<file path="config.mk">
export PLATFORM = sky130hd
export DESIGN_NAME = pio_clock_div
export DESIGN_NICKNAME = d
export VERILOG_FILES = /design/src/hw/machine/pio_clock_div.sv
export VERILOG_INCLUDE_DIRS = /design/src /design/src/common
export SDC_FILE = /design/constraint.sdc
export NUM_CORES = 1
export LEC_CHECK = 0
export BUFFER_PORTS_ARGS = -buffer_cell sky130_fd_sc_hd__buf_2
export CAP_MARGIN = 20
export CORE_UTILIZATION = 50
export DETAILED_ROUTE_END_ITERATION = 6
export GPL_ROUTABILITY_DRIVEN = 0
export PLACE_DENSITY = 0.77
export SYNTH_ARGS = -nofsm -noshare
export SYNTH_HDL_FRONTEND = slang
export SYNTH_SLANG_ARGS = --single-unit
</file>
<file path="constraint.sdc">
create_clock -name clk -period 4 [get_ports clk]
set_input_delay 0.2 -clock clk [delete_from_list [all_inputs] [get_ports clk]]
set_output_delay 0.2 -clock clk [all_outputs]
set_load 0.1 [all_outputs]
</file>
<file path="src/common/pio_defines.svh">
`ifndef PIO_DEFINES_SVH
`define PIO_DEFINES_SVH

// Number of state machines sharing the instruction memory
`define PIO_NUM_SM 4

// Shared instruction memory, one 16-bit instruction per word
`define PIO_IMEM_DEPTH 32
`define PIO_ADDR_W 5

// Entries in every transmit and receive FIFO
`define PIO_FIFO_DEPTH 4

// Data word carried by the FIFOs and the shift registers
`define PIO_WORD_W 32

// Clock divider width
`define PIO_DIV_W 16

`endif

</file>
<file path="src/hw/machine/pio_clock_div.sv">
`timescale 1ns/100ps
`include "pio_defines.svh"

module pio_clock_div (
  input  logic                  clk,
  input  logic                  reset,
  input  logic                  run,
  input  logic [`PIO_DIV_W-1:0] div,
  output logic                  tick
);

  logic [`PIO_DIV_W-1:0] count;

  // Count of 0 or 1 ticks every cycle
  assign tick = run && (count <= `PIO_DIV_W'(1));

  always_ff @(posedge clk) begin
    if (reset) begin
      count <= '0;
    end else if (!run) begin
      count <= div;                // Restart from the reload value
    end else if (tick) begin
      count <= div;
    end else begin
      count <= count - 1'b1;
    end
  end

endmodule

</file>
[Yosys cells after proc, flatten, opt, wreduce, memory -nomap -nowiden]
Cells that the tools add are included.
Operators by class
  reduce and logical (&&, ||, !) cells: 1
  $add $sub $neg: 1
  $lt $le $gt $ge: 1
  mux-type cells: 2
Operator list (count)
  2-to-1 mux 16 bit: 2
  less-or-equal comparator 16 x 1 -> 1 bit, second input constant: 1
  subtractor 16 x 1 -> 16 bit, second input constant: 1
  logical AND 1 bit: 1
Storage, ports and cells
  output and inout bits: 1
  word-level logic and storage cells: 6
  flip-flop bits (word level): 16
  bits of input ports: 19

[Logic depth before layout (Yosys ltp)]
  word-level depth: 4
  mapped depth: 7
  gate-level depth less buffers: 6

[Worst setup path after synthesis]
OpenSTA, ideal clock, no wires.
  path type: reg2out
  start: register count[8]
  end: output tick
  required time: 3.800 ns
  cell stages (with the launch flop): 4
  path slack: -0.301 ns
  data arrival time: 4.101 ns
  path buffers: 0
  cell sequence: dfxtp_1 or4_4 or3_1 nor4_1
On the way
  cells in the longest elaborated chain, start to end: 2
Ends and longest elaborated chain
  from (decl): RTL line pio_clock_div.sv:12  | logic [`PIO_DIV_W-1:0] count;
  from (signal assigned): RTL line pio_clock_div.sv:21  | count <= div;
  from (signal assigned): RTL line pio_clock_div.sv:23  | count <= div;
  from (signal assigned): RTL line pio_clock_div.sv:25  | count <= count - 1'b1;
  less-or-equal comparator 16 x 1 -> 1 bit: RTL line pio_clock_div.sv:15  | assign tick = run && (count <= `PIO_DIV_W'(1));
  logical AND 1 bit: RTL line pio_clock_div.sv:15
  to (decl): RTL line pio_clock_div.sv:9  | output logic tick
No other way between the ends.

[Worst setup path after layout]
Ends and elaborated chain as after synthesis.

==> metrics.txt <==
busiest grt layer=met2; H-tree Lvls=1; Initial DRT Pass Iterations=4; Seq cells post-synth=16; antenna viol nets, final=0; antenna violations before repair=0; Fin Hold WS=around 0.15 ns; syn nets=between 100 and 150; hold-fix buffers at CTS=0; Post-synth EDFFs=0; Arr. time, crit path=~2.2 ns; largest net degree at the start of global routing=21; Fill cells=about 140; Mapped Avg Cell Area=~9.1 um^2; die area=around 1900 um^2; layout cell share with drive strength beyond 1=0.328; CP Launch Type=flop; global route total overflow=0; met3 usage=0.0735; register area=between 300 and 400 um^2; Worst Path Max Fanout=5; count leader, synth=nor2_1; Initial Util=0.560; post-layout min period=2.44 ns; final core utilization=0.651; M2 GR Usage=0.353; Routed WL=1680 um; Logic pwr share=0.241; Tightest Pin Transition=between 0.4 and 0.5 ns; status=finished clean; Nets=138; Clock transition at path regs=0.09 ns; Synth Flop Type=dfxtp_1; Sw Ratio=0.296; clock skew=0.00358 ns; DR iter-0 viols=16; placed inst area=just under 1000 um^2; port bufs=19; post-synth cell types=27; FMAX=between 400 and 500 MHz; CP Capture Type=primary output; Hold Vio Cnt, Final=0; WS Path Type=flop to primary output; die span in y=44.0 um; fraction of the yosys area taken by sequential cells=0.363; GRT Resource Usage Total=0.209; Pint=approximately 270 uW; Syn. warnings=0; global-route met1 utilization=0.253; NetSw=about 110 uW; post-CTS setup buffers=0; die extent in x=approximately 44 um; Clock Latency Late Sink=around 0.28 ns; Clk network pwr share=0.273; Num CTS Buffers=3; via density per instance=approximately 5.6; core box area=1580 um^2; Syn-to-layout area delta=16.1%; setup_tns=0 ns; clk sinks=16; I/O pins=20; HP Class=primary input to flop; multi-input logic area=between 500 and 600 um^2; routed len/inst=12.7 um; vias in the first global route=718; PwrDens=about 380 nW/um^2; DRC Markers=0; first-pass GRT wire length=approximately 3000 um; Longest Clk Path Bufs=2; Largest register FFs=16; Synth top cells by count=20 x nor2_1, 16 x dfxtp_1, 10 x a211oi_2, 9 x xnor2_1, 5 x inv_1; number of diodes=0; LEAKAGE=slightly above 0.4 nW; Post-Syn Area=883 um^2; Final Cycle Share=0.611; Max VDD drop=about 0.00021 V; largest reg by FF count=count; Cells after Synth=between 90 and 100; number of max-cap violations=0; Detailed Place HPWL=around 1300 um; RSZ-0062 raised after global routing=false; cts repair resizes=0; Slew Limit Headroom=0.675; Yosys top cell by area=dfxtp_1; CTS tree=built; # rows=14; Yosys top cell area share=0.363; Async SR Flop Fraction=0; Tot Pwr=roughly 390 uW; Reg power frac=0.486; Final Max Slew Viols=0; root buffer cell=clkbuf_4; biggest regs=count: 16 flops; via count=~740; WP data required=roughly 3.8 ns; Finished Cell Area=roughly 1000 um^2; synth top area cells=dfxtp_1 36%, a211oi_2 14%, xnor2_1 8.9%, nor2_1 8.5%, xor2_1 3.0%; Final setup viols=0
==> cell type report <==
cell class,count,area share
Clock buffer,4,0.0354
Inverter,5,0.0183
Multi-Input combinational cell,71,0.515
Sequential cell,16,0.312
Tap cell,16,0.0195
Timing Repair Buffer,20,0.100
==> worst max-delay path, cell delays in order, from the launching register on <==
cell,delay (ns)
dfxtp_1,0.36
or4_4,0.56
or3_1,0.37
nor4_2,0.20
buf_2,0.46
==> logic make-up (layout without fill, tap and decap cells) <==
| logic type | after synthesis | in the layout | synth area share |
|---|---|---|---|
| compound gates | 16 | 16 | 0.195 |
| xor+xnor | 12 | 12 | 0.119 |
| fa+ha+maj | 2 | 2 | 0.0283 |
| buf+inv | 10 | 29 | 0.0467 |
| flops | 16 | 16 | 0.363 |
| mux | 2 | 2 | 0.0227 |
| simple gates | 39 | 39 | 0.225 |
==> through the flow <==
stage	instances	worst slack (ns)
after global placement	128	1.70
after CTS	132	1.54
after detailed placement	128	1.60
final	132	1.56
after floorplan	97	0.852
after global routing	132	1.42
==> worst paths after layout <==
check / startpoint / to / slack (ns) / depth (start not counted)
worst max-delay path: count[8] / tick / 1.56 / 4
worst min-delay path: div[1] / count[1] / 0.15 / 3
worst max register to register: count[8] / count[3] / 1.60 / 6
worst min register to register: count[15] / count[15] / 0.58 / 2
==> cell usage in the layout (no fill, tap or decap), drive strengths merged, types with 2 or more instances in the layout <==
cell / count
xor2: 3
nor4: 3
mux2i: 2
xnor2: 9
or4: 2
dfxtp: 16
buf: 20
inv: 5
a211oi: 12
nor2: 20
and3: 2
clkbuf: 4
ha: 2
nor3: 6
nand3: 2
==> power groups by stage <==
stage	logic [mW]	registers, mW	clock network, mW
after detailed placement	0.0942	0.192	0
final	0.0938	0.189	0.106
after CTS	0.0947	0.189	0.110
after floorplan	0.0750	0.189	0
after global placement	0.0907	0.191	0
after global routing	0.106	0.191	0.118
==> metal layers <==
metal	wire length [um]	up-vias
met2	834	17
met5	0	-
met4	13	0
met1	723	338
li1	-	378
met3	106	2
Power figures use the tool's default switching activity.
