==> src/common/pio_defines.svh <==
`ifndef PIO_DEFINES_SVH
`define PIO_DEFINES_SVH

// Number of state machines sharing the instruction memory
`define PIO_NUM_SM 4

// Shared instruction memory, one 16-bit instruction per word
`define PIO_IMEM_DEPTH 32
`define PIO_ADDR_W 5

// Entries in every transmit and receive FIFO
`define PIO_FIFO_DEPTH 4

// Data word carried by the FIFOs and the shift registers
`define PIO_WORD_W 32

// Clock divider width
`define PIO_DIV_W 16

`endif

==> src/common/pio_fifo_if.sv <==
`timescale 1ns/100ps
`include "pio_defines.svh"

interface pio_fifo_if;

  logic                   push;
  logic                   pull;
  logic [`PIO_WORD_W-1:0] wdata;
  logic [`PIO_WORD_W-1:0] rdata; // Head entry, valid while not empty
  logic                   empty;
  logic                   full;

  modport writer (
    output push, wdata,
    input  full
  );

  modport reader (
    output pull,
    input  rdata, empty
  );

  modport fifo (
    input  push, pull, wdata,
    output rdata, empty, full
  );

endinterface

==> src/hw/pio_fifo.sv <==
`timescale 1ns/100ps
`include "pio_defines.svh"

module pio_fifo (
  input  logic       clk,
  input  logic       reset,
  pio_fifo_if.fifo   port
);

  localparam int PTR_W = $clog2(`PIO_FIFO_DEPTH);
  localparam int CNT_W = $clog2(`PIO_FIFO_DEPTH + 1);

  logic [`PIO_WORD_W-1:0] mem [`PIO_FIFO_DEPTH];
  logic [PTR_W-1:0]       wptr;
  logic [PTR_W-1:0]       rptr;
  logic [CNT_W-1:0]       count;
  logic                   do_push;
  logic                   do_pull;

  assign do_push = port.push && !port.full;  // Push while full is dropped
  assign do_pull = port.pull && !port.empty;

  assign port.empty = (count == '0);
  assign port.full  = (count == CNT_W'(`PIO_FIFO_DEPTH));
  assign port.rdata = mem[rptr];             // Show-ahead head

  always_ff @(posedge clk) begin
    if (do_push) begin
      mem[wptr] <= port.wdata;
    end
  end

  always_ff @(posedge clk) begin
    if (reset) begin
      wptr  <= '0;
      rptr  <= '0;
      count <= '0;
    end else begin
      if (do_push) wptr <= wptr + 1'b1;      // Depth is a power of two
      if (do_pull) rptr <= rptr + 1'b1;
      count <= count + CNT_W'(do_push) - CNT_W'(do_pull);
    end
  end

endmodule

==> src/flat_wrapper.sv <==
// flat-port wrapper written by rule: the top's interface ports become plain ports
module pio_fifo_flat 
  (clk, reset, port_push, port_pull, port_wdata, port_rdata, port_empty, port_full);
  pio_fifo_if port_i ();
  input  logic clk;
  input  logic reset;
  input wire logic [$bits(port_i.push)-1:0] port_push;
  input wire logic [$bits(port_i.pull)-1:0] port_pull;
  input wire logic [$bits(port_i.wdata)-1:0] port_wdata;
  output wire logic [$bits(port_i.rdata)-1:0] port_rdata;
  output wire logic [$bits(port_i.empty)-1:0] port_empty;
  output wire logic [$bits(port_i.full)-1:0] port_full;
  assign port_i.push = port_push;
  assign port_i.pull = port_pull;
  assign port_i.wdata = port_wdata;
  assign port_rdata = port_i.rdata;
  assign port_empty = port_i.empty;
  assign port_full = port_i.full;
  pio_fifo u_core (.clk(clk), .reset(reset), .port(port_i));
endmodule
==> config.mk <==
export PLATFORM = sky130hd
export DESIGN_NAME = pio_fifo_flat
export DESIGN_NICKNAME = d
export VERILOG_FILES = /design/src/common/pio_fifo_if.sv /design/src/hw/pio_fifo.sv /design/src/flat_wrapper.sv
export VERILOG_INCLUDE_DIRS = /design/src /design/src/common
export SDC_FILE = /design/constraint.sdc
export NUM_CORES = 1
export LEC_CHECK = 0
export ABC_AREA = 1
export BUFFER_PORTS_ARGS = -buffer_cell sky130_fd_sc_hd__buf_2
export CAP_MARGIN = 15
export CORE_ASPECT_RATIO = 0.9
export CORE_MARGIN = 2
export CORE_UTILIZATION = 55
export CTS_BUF_LIST = sky130_fd_sc_hd__clkbuf_2 sky130_fd_sc_hd__clkbuf_4 sky130_fd_sc_hd__clkbuf_8
export DETAILED_ROUTE_END_ITERATION = 8
export PLACE_DENSITY = 0.77
export SETUP_SLACK_MARGIN = 0.4
export SYNTH_ARGS = -nofsm -noshare
export SYNTH_HDL_FRONTEND = slang
export SYNTH_SLANG_ARGS = --single-unit
==> constraint.sdc <==
create_clock -name clk -period 2.75 [get_ports clk]
set_input_delay 0.275 -clock clk [delete_from_list [all_inputs] [get_ports clk]]
set_output_delay 0.275 -clock clk [all_outputs]
set_load 0.01 [all_outputs]
Word-level counts from Yosys, hierarchy flattened. Memory sizes are Yosys's and may differ from the RTL's. A register that Yosys moved wholly into a read port is not among the register bits. Cells that the tools add are included.

Bits of input ports: 36. Memories kept: 1. Bits in writable memories: 128. Register bits after elaboration: 7. Output and inout port bits: 34. Logic and storage cells: 18.

Memory list: u_core.mem (words 4, bits a word 32, rd ports 1, clocked after memory_dff 1, wr ports 1, line pio_fifo.sv:13) `` logic [`PIO_WORD_W-1:0] mem [`PIO_FIFO_DEPTH]; ``.

Reductions and logical operators: 5. Add/sub/neg operators: 4. Eq/ne operators: 1. Muxes and demuxes: 4.

Operator list (number): $add A2 B1 Y2 const B (2); $mux W2 (2); $add A3 B1 Y3 (1); $eq A3 B3 Y1 const B (1); $logic_not A3 Y1 (1); $sub A3 B1 Y3 (1); $logic_and A1 B1 Y1 (2); $logic_not A1 Y1 (2); $mux W1 (2).

Longest topological paths before layout. Gate-level depths: netlist of run 1.

Depth in word-level cells: 5. Mapped depth: 11. Mapped depth without buffers: 11.

Least setup slack after synthesis of run 1. No wires, ideal clock.

Path kind: flip-flop to flip-flop. Start point: register u_core.count[1]. End point: memory u_core.mem[0][0] (netlist bit) (enable). Arrival time: 2.071 ns. Period minus slack after synthesis: 2.492 ns. Buffers on the path: 0. Slack: 0.258 ns. Stages on the path, launching flop included: 5. Data required time: 2.329 ns. Library setup time: 0.421 ns. Cell sequence: dfxtp_1 nor2_1 nand2_1 nand2_1 nor2_1.

Word-level cells in the longest chain between the ends: 5.

Ends and longest elaborated chain: from (decl) (line pio_fifo.sv:16) `logic [CNT_W-1:0] count;`; from (signal assigned) (line pio_fifo.sv:41) `count <= count + CNT_W'(do_push) - CNT_W'(do_pull);`; $eq A3 B3 Y1 (line pio_fifo.sv:24) `` assign port.full = (count == CNT_W'(`PIO_FIFO_DEPTH)); ``; $logic_not A1 Y1 (line pio_fifo.sv:20) `assign do_push = port.push && !port.full;`; $logic_and A1 B1 Y1 (line pio_fifo.sv:20); $mux W1 (line pio_fifo.sv:28) `if (do_push) begin`; $mux W1 (not written as such) (line pio_fifo.sv:29) `mem[wptr] <= port.wdata;`; to (decl) (line pio_fifo.sv:13).

Every way passes these cells.

==> run metrics, run 1 <==
via count=3213; Min Clock Period, post-route=2070 ps; Seq pwr share=0.466; synth top area cells=edfxtp_1 73%, nor2_1 5.6%, o22ai_1 3.8%; count leader, synth=edfxtp_1; top post-synthesis cells by count=128 x edfxtp_1, 78 x nor2_1, 37 x o21ai_0, 32 x o22ai_1, 28 x o21ai_1; Yosys warning total=0; Int Pwr=3.93 mW; Post-layout nets=500; Die Ht=96.9 microns; Setup crit end kind=output pin; row count=33; WL final=10100 microns; FILL cells=657; fin util=0.668; post-synthesis adder-cell area fraction=0.0180; Wirelength per Cell=17.1 microns; post-route ant nets=0; synthesized instance count=379; initial antenna violation count=0; max_slew headroom=0.642; clock share of power=0.301; Post-Syn Area=5270 sq um; worst r2r src=u_core.count[1]; largest family of logic cells by synthesized area=compound AO/OA/AOI/OAI gates; critical path endpoint=port_rdata[2]; Synth Flop Type=edfxtp_1; H-Tree Depth=4; RSZ-0062 raised after global routing=no; Synth Area in XOR/XNOR=0; Clock Latency Late Sink=430 ps; clock transition at the registers of the reported paths=80 ps; core box area=9210 sq um; LEAKAGE=2.25 nW; Final TNS setup=0 ps; mux cell area share after synthesis=0; sequential cell area fraction in the yosys report=0.764; number of synthesized flops with an enable pin=128; fin. max-slew vios=0; switching share of power=0.312; fin crit share=0.754; top cell type's share of synthesized area=0.730; GR Util All Layers=0.207; clk buf depth=2; DP Wirelength=6230 microns; CP Data Arrival Time=1800 ps; PwrDens=928 nW/um^2; largest net degree at the start of global routing=65; global route overflow=0; total CTS buffers=17; crit path launch type=register; crit path max fanout=32; post-synthesis simple-gate area fraction=0.0670; ys async rst share=0; R2R cell count=5; CTS Sinks=137; final setup violation count=0; Achievable Freq=482 MHz; share of cells above drive strength 1=0.247; compound-cell area share of the yosys netlist=0.105; Comb pwr share=0.233; Synth Net Count=422; Avg Cell Area, Syn=13.9 sq um; clock skew=9.80 ps; first-pass GRT wire length=16300 microns; RR Endpoint=u_core.mem[2][16]; R2R Setup Slk=680 ps; routability congestion estimate=0.768; Critical Path RT=2480 ps; area of the multi-input gates=1030 sq um; Port Buffers=69; Die X=107 microns; number of max-cap violations=0; Die Footprint=10400 sq um; register bit total from synthesis=137; io pins=70; Via-to-Cell Ratio=5.43; DRC Markers=0; VDD IR max=0.000627 V; starting density of the core=0.572; number of global-route vias before repair=3271; Sequential Area=4030 sq um; P_sw=1.78 mW; First-pass DRT Iterations=4; run status=finished clean; worst-margin pin slew=535 ps; HP Class=in -> reg; Fin. Hold Viols=0; P&R area growth vs syn=16.8%; CTS tree=done; Root Driver=clkbuf_8; Antenna Diode Count=0; Netlist cell types=19; DR iter-0 viols=170; kind of critical path=reg -> out; post-synth top area cell=edfxtp_1
[timing repair]
action	in CTS	in global routing
buffers inserted	0	0
endpoints found under the setup margin	0	4
hold buffers	1	0
gates resized for setup	0	3
hold endpoints to repair	2	0
[sequential cells by signal, indices dropped and copies added, names as in the netlist, named ones only]
| register | flops |
|---|---|
| u_core.mem | 128 |
| u_core.count | 3 |
| u_core.rptr | 2 |
| u_core.wptr | 2 |
[power groups by stage]
stage,sequential [mW],combinational (mW),clock [mW]
4_1_cts,2.66,1.34,1.75
2_1_floorplan,2.65,0.923,0
3_3_place_gp,2.69,1.28,0
3_5_place_dp,2.71,1.32,0
5_1_grt,2.69,1.48,1.84
6_report,2.66,1.33,1.72
[kinds of logic (layout without fill, tap and decap cells)]
logic type	Yosys count	in the layout
adders and majority gates	7	7
AOI/OAI and AO/OA	102	102
DFF	137	137
buffers and inverters	40	131
and+or+nand+nor	93	93
[layout by cell type, fill, tap and decap left out]
master         netlist  routed
a21boi_0             1       1
a21oi_1              4       4
buf_12               0       1
buf_2                6      69
buf_4                3       7
bufinv_16            0       3
clkbuf_8             0      17
clkinv_2             0       2
clkinv_4             0       2
clkinvlp_4           0       2
dfxtp_1              9       8
dfxtp_4              0       1
dlygate4sd3_1        0       1
edfxtp_1           128     128
fa_1                 1       1
ha_1                 6       6
inv_1               19      19
inv_4                0       1
inv_6                0       4
inv_8                1       3
nand2_1             12      12
nand3_1              3       3
nor2_1              78      74
nor2_4               0       4
o21ai_0             37      37
o21ai_1             28      28
o22ai_1             32      32
[layout make-up]
type | count | area share
Clock buffer | 17 | 0.0380
Timing Repair Buffer | 78 | 0.0696
Inverter | 21 | 0.0144
Clock inverter | 15 | 0.0309
Tap cell | 122 | 0.0248
Sequential cell | 137 | 0.655
Multi-Input combinational cell | 202 | 0.168
[worst min path at each step]
stage                   start  slack (ps)                 to  cells past startpoint
2_1_floorplan           reset         340    u_core.count[1]                      1
3_3_place_gp            reset         460    u_core.count[1]                      2
3_5_place_dp            reset         470    u_core.count[1]                      2
4_1_cts         port_wdata[9]          40   u_core.mem[0][9]                      1
5_1_grt        port_wdata[23]          40  u_core.mem[0][23]                      1
6_report        port_wdata[5]          60   u_core.mem[1][5]                      1
[through the flow]
step                std cells  area [sq um]  hold WS, ps  worst slack (ps)  power, mW
global placement          559          5710          464               774       3.98
global route              592          6150         36.4               489       6.01
CTS                       592          6150         39.0               469       5.75
floorplan                 379          5270          342               258       3.58
finish                    592          6150         59.6               675       5.71
detailed placement        559          5710          466               684       4.03
[critical path: stages (launching register included)]
cell	delay (ps)
dfxtp_1	310
buf_4	190
inv_4	290
o21ai_0	150
o22ai_1	240
buf_2	190
[metal layers]
| layer | track usage | part of all wire |
|---|---|---|
| met5 | 0 | 0 |
| met4 | 0.0519 | 0.0050 |
| met3 | 0.0606 | 0.067 |
| met2 | 0.335 | 0.50 |
| met1 | 0.278 | 0.43 |
Power figures use the tool's default switching activity.
==> run 2, diff against run 1 <==
Settings changed: CORE_UTILIZATION 55 to 54, PLACE_DENSITY 0.77 to 0.78.
Clock period 2.75 ns to 1.9 ns, I/O delays scaled along.
==> run 2 against run 1 <==
Against the previous run: via count grew 12%; worst setup slack lost 620 ps; die area grew 1.8%; cell count grew 11%; sequential share of layout area shrank 8.1 points; global-route usage grew 0.54 points; largest power group unchanged.
==> run metrics, run 2 (synthesized netlist as in run 1, its figures left out) <==
Buf/Inv on CP=3 (unchanged); Slowest-stage cell, CP=dfxtp_4; Regs by FF count=u_core.mem: 128 flops, u_core.count: 3 flops; PwrDens=1260 nW/um^2 (+36%); fin util=0.736 (+0.0674); DP Wirelength=5710 microns (-8.2%); number of global-route vias before repair=3401 (+4.0%); final setup violation count=0 (unchanged); overall power=8.90 mW (+56%); io pins=70 (unchanged); fin. max-slew vios=0 (unchanged); CP Depth=5 (unchanged); crit-path leading delay family=flip-flops; global route overflow=0 (unchanged); share of cells above drive strength 1=0.343 (+0.0966); CTS tree=done; P&R area growth vs syn=33.6%; clk buf depth=2 (unchanged); clock skew=8.03 ps (-1.77 ps); fin area=7040 sq um (+14%); critical path endpoint=port_rdata[24]; post-route ant nets=0 (unchanged); Final TNS setup=0 ps (unchanged); routability congestion estimate=0.744 (-3.2%); Clock Latency Late Sink=430 ps (about the same); DP Area=5770 sq um (+0.99%); LEAKAGE=2.60 nW (+15%); Fin. Hold Viols=0 (unchanged); Die X=108 microns (+0.89%); most frequent cells in the layout=128 x edfxtp_1, 70 x nor2_1, 69 x buf_2; max reg flops=128 (unchanged); crit path launch type=register; First-pass DRT Iterations=5 (+1); CP Data Arrival Time=1660 ps (-140 ps); DRC Markers=0 (unchanged); WL final=11900 microns (+17%); hold_ws=76.5 ps (+16.9 ps); crit path max fanout=6 (-81%); Cell Chain, Critical Path=buf_6 -> buf_12 -> o21ai_1 -> o22ai_1 -> buf_2; Min Clock Period, post-route=1850 ps; initial antenna violation count=0 (unchanged); first-pass GRT wire length=16800 microns (+2.7%); Port Buffers=69 (unchanged); worst-margin pin slew=306 ps (-229 ps); H-Tree Depth=4 (unchanged); Via-to-Cell Ratio=5.48 (+1.0%); VDD IR max=0.000895 V (+43%); Wirelength per Cell=18.1 microns (+5.5%); clock transition at the registers of the reported paths=70 ps (about the same); GR Util All Layers=0.212 (+0.00538); RR Endpoint=u_core.count[1]; via count=3597 (+12%); Achievable Freq=542 MHz; total CTS buffers=17 (unchanged); fin crit share=0.971; run status=finished clean; kind of critical path=reg -> out; Worst path max stage delay=470 ps (+160 ps); Antenna Diode Count=0 (unchanged); RSZ-0062 raised after global routing=yes; DR iter-0 viols=260 (+53%); Die Ht=97.7 microns (+0.89%); most common cell after layout, fill and taps aside=edfxtp_1; Setup crit end kind=output pin; number of max-cap violations=0 (unchanged); core box area=9570 sq um (+4.0%); R2R cell count=10 (+5); worst r2r src=u_core.count[0]; Critical Path RT=1710 ps (-770 ps); Die Footprint=10600 sq um (+1.8%); largest net degree at the start of global routing=65 (unchanged); row count=34 (+3.0%); max_slew headroom=0.796 (+0.153); CTS Sinks=137 (unchanged); R2R Setup Slk=150 ps (-530 ps); HP Class=in -> reg; Root Driver=clkbuf_8; Post-layout nets=560 (+12%); largest register by flop count=u_core.mem; starting density of the core=0.550 (-0.0218)
run 2: changes by cell type in the layout (fill, tap and decap cells not counted), sizes merged:
cell / delta
inv: -2
dlygate4sd3: +32
clkinv: +2
clkbuf: +5
clkinvlp: +2
bufinv: -2
buf: +23
run 2: layer usage:
metal  wire length [microns]  track usage  up-vias
met4                     169       0.0848        0
met2                    6000        0.343      138
li1                        -            -     1670
met5                       0            0        -
met1                    4830        0.275     1775
met3                     859       0.0584       14
run 2: timing repair:
action,in CTS,in global routing
hold endpoints to repair,130,0
gates cloned,2,6
setup buffers,4,11
pin swaps,4,51
gates resized for setup,24,78
hold buffers,33,0
endpoints found under the setup margin,113,163
run 2: power by group:
part	internal, mW	switching [mW]
combinational	1.27	1.61
clock	1.03	1.13
sequential	3.70	0.159
total	6.00	2.89
run 2: how the worst min path moves through the flow:
stage,start,endpoint,slack (ps),cells past startpoint
6_report,port_pull,register,80,3
5_1_grt,port_pull,register,100,3
4_1_cts,port_pull,u_core.rptr[0],40,3
3_5_place_dp,reset,u_core.count[1],380,2
3_3_place_gp,reset,u_core.count[1],370,2
2_1_floorplan,reset,u_core.count[1],250,1
run 2: through the flow:
step | worst slack, ps | std cells
global route | 22.6 | 656
CTS | 116 | 639
global placement | 132 | 568
finish | 54.2 | 656
detailed placement | 51.9 | 568
floorplan | 146 | 379
run 2: final cells by class:
type                            count  area [sq um]
Clock buffer                       17           234
Sequential cell                   137          4040
Multi-Input combinational cell    202          1190
Fill cell                         581          2530
Tap cell                          126           158
Clock inverter                     15           126
Timing Repair Buffer              138          1200
Inverter                           21          96.3
run 2: worst min-delay path: stages:
cell	delay (ps)
buf_2	100
a21oi_1	90
nor2_1	80
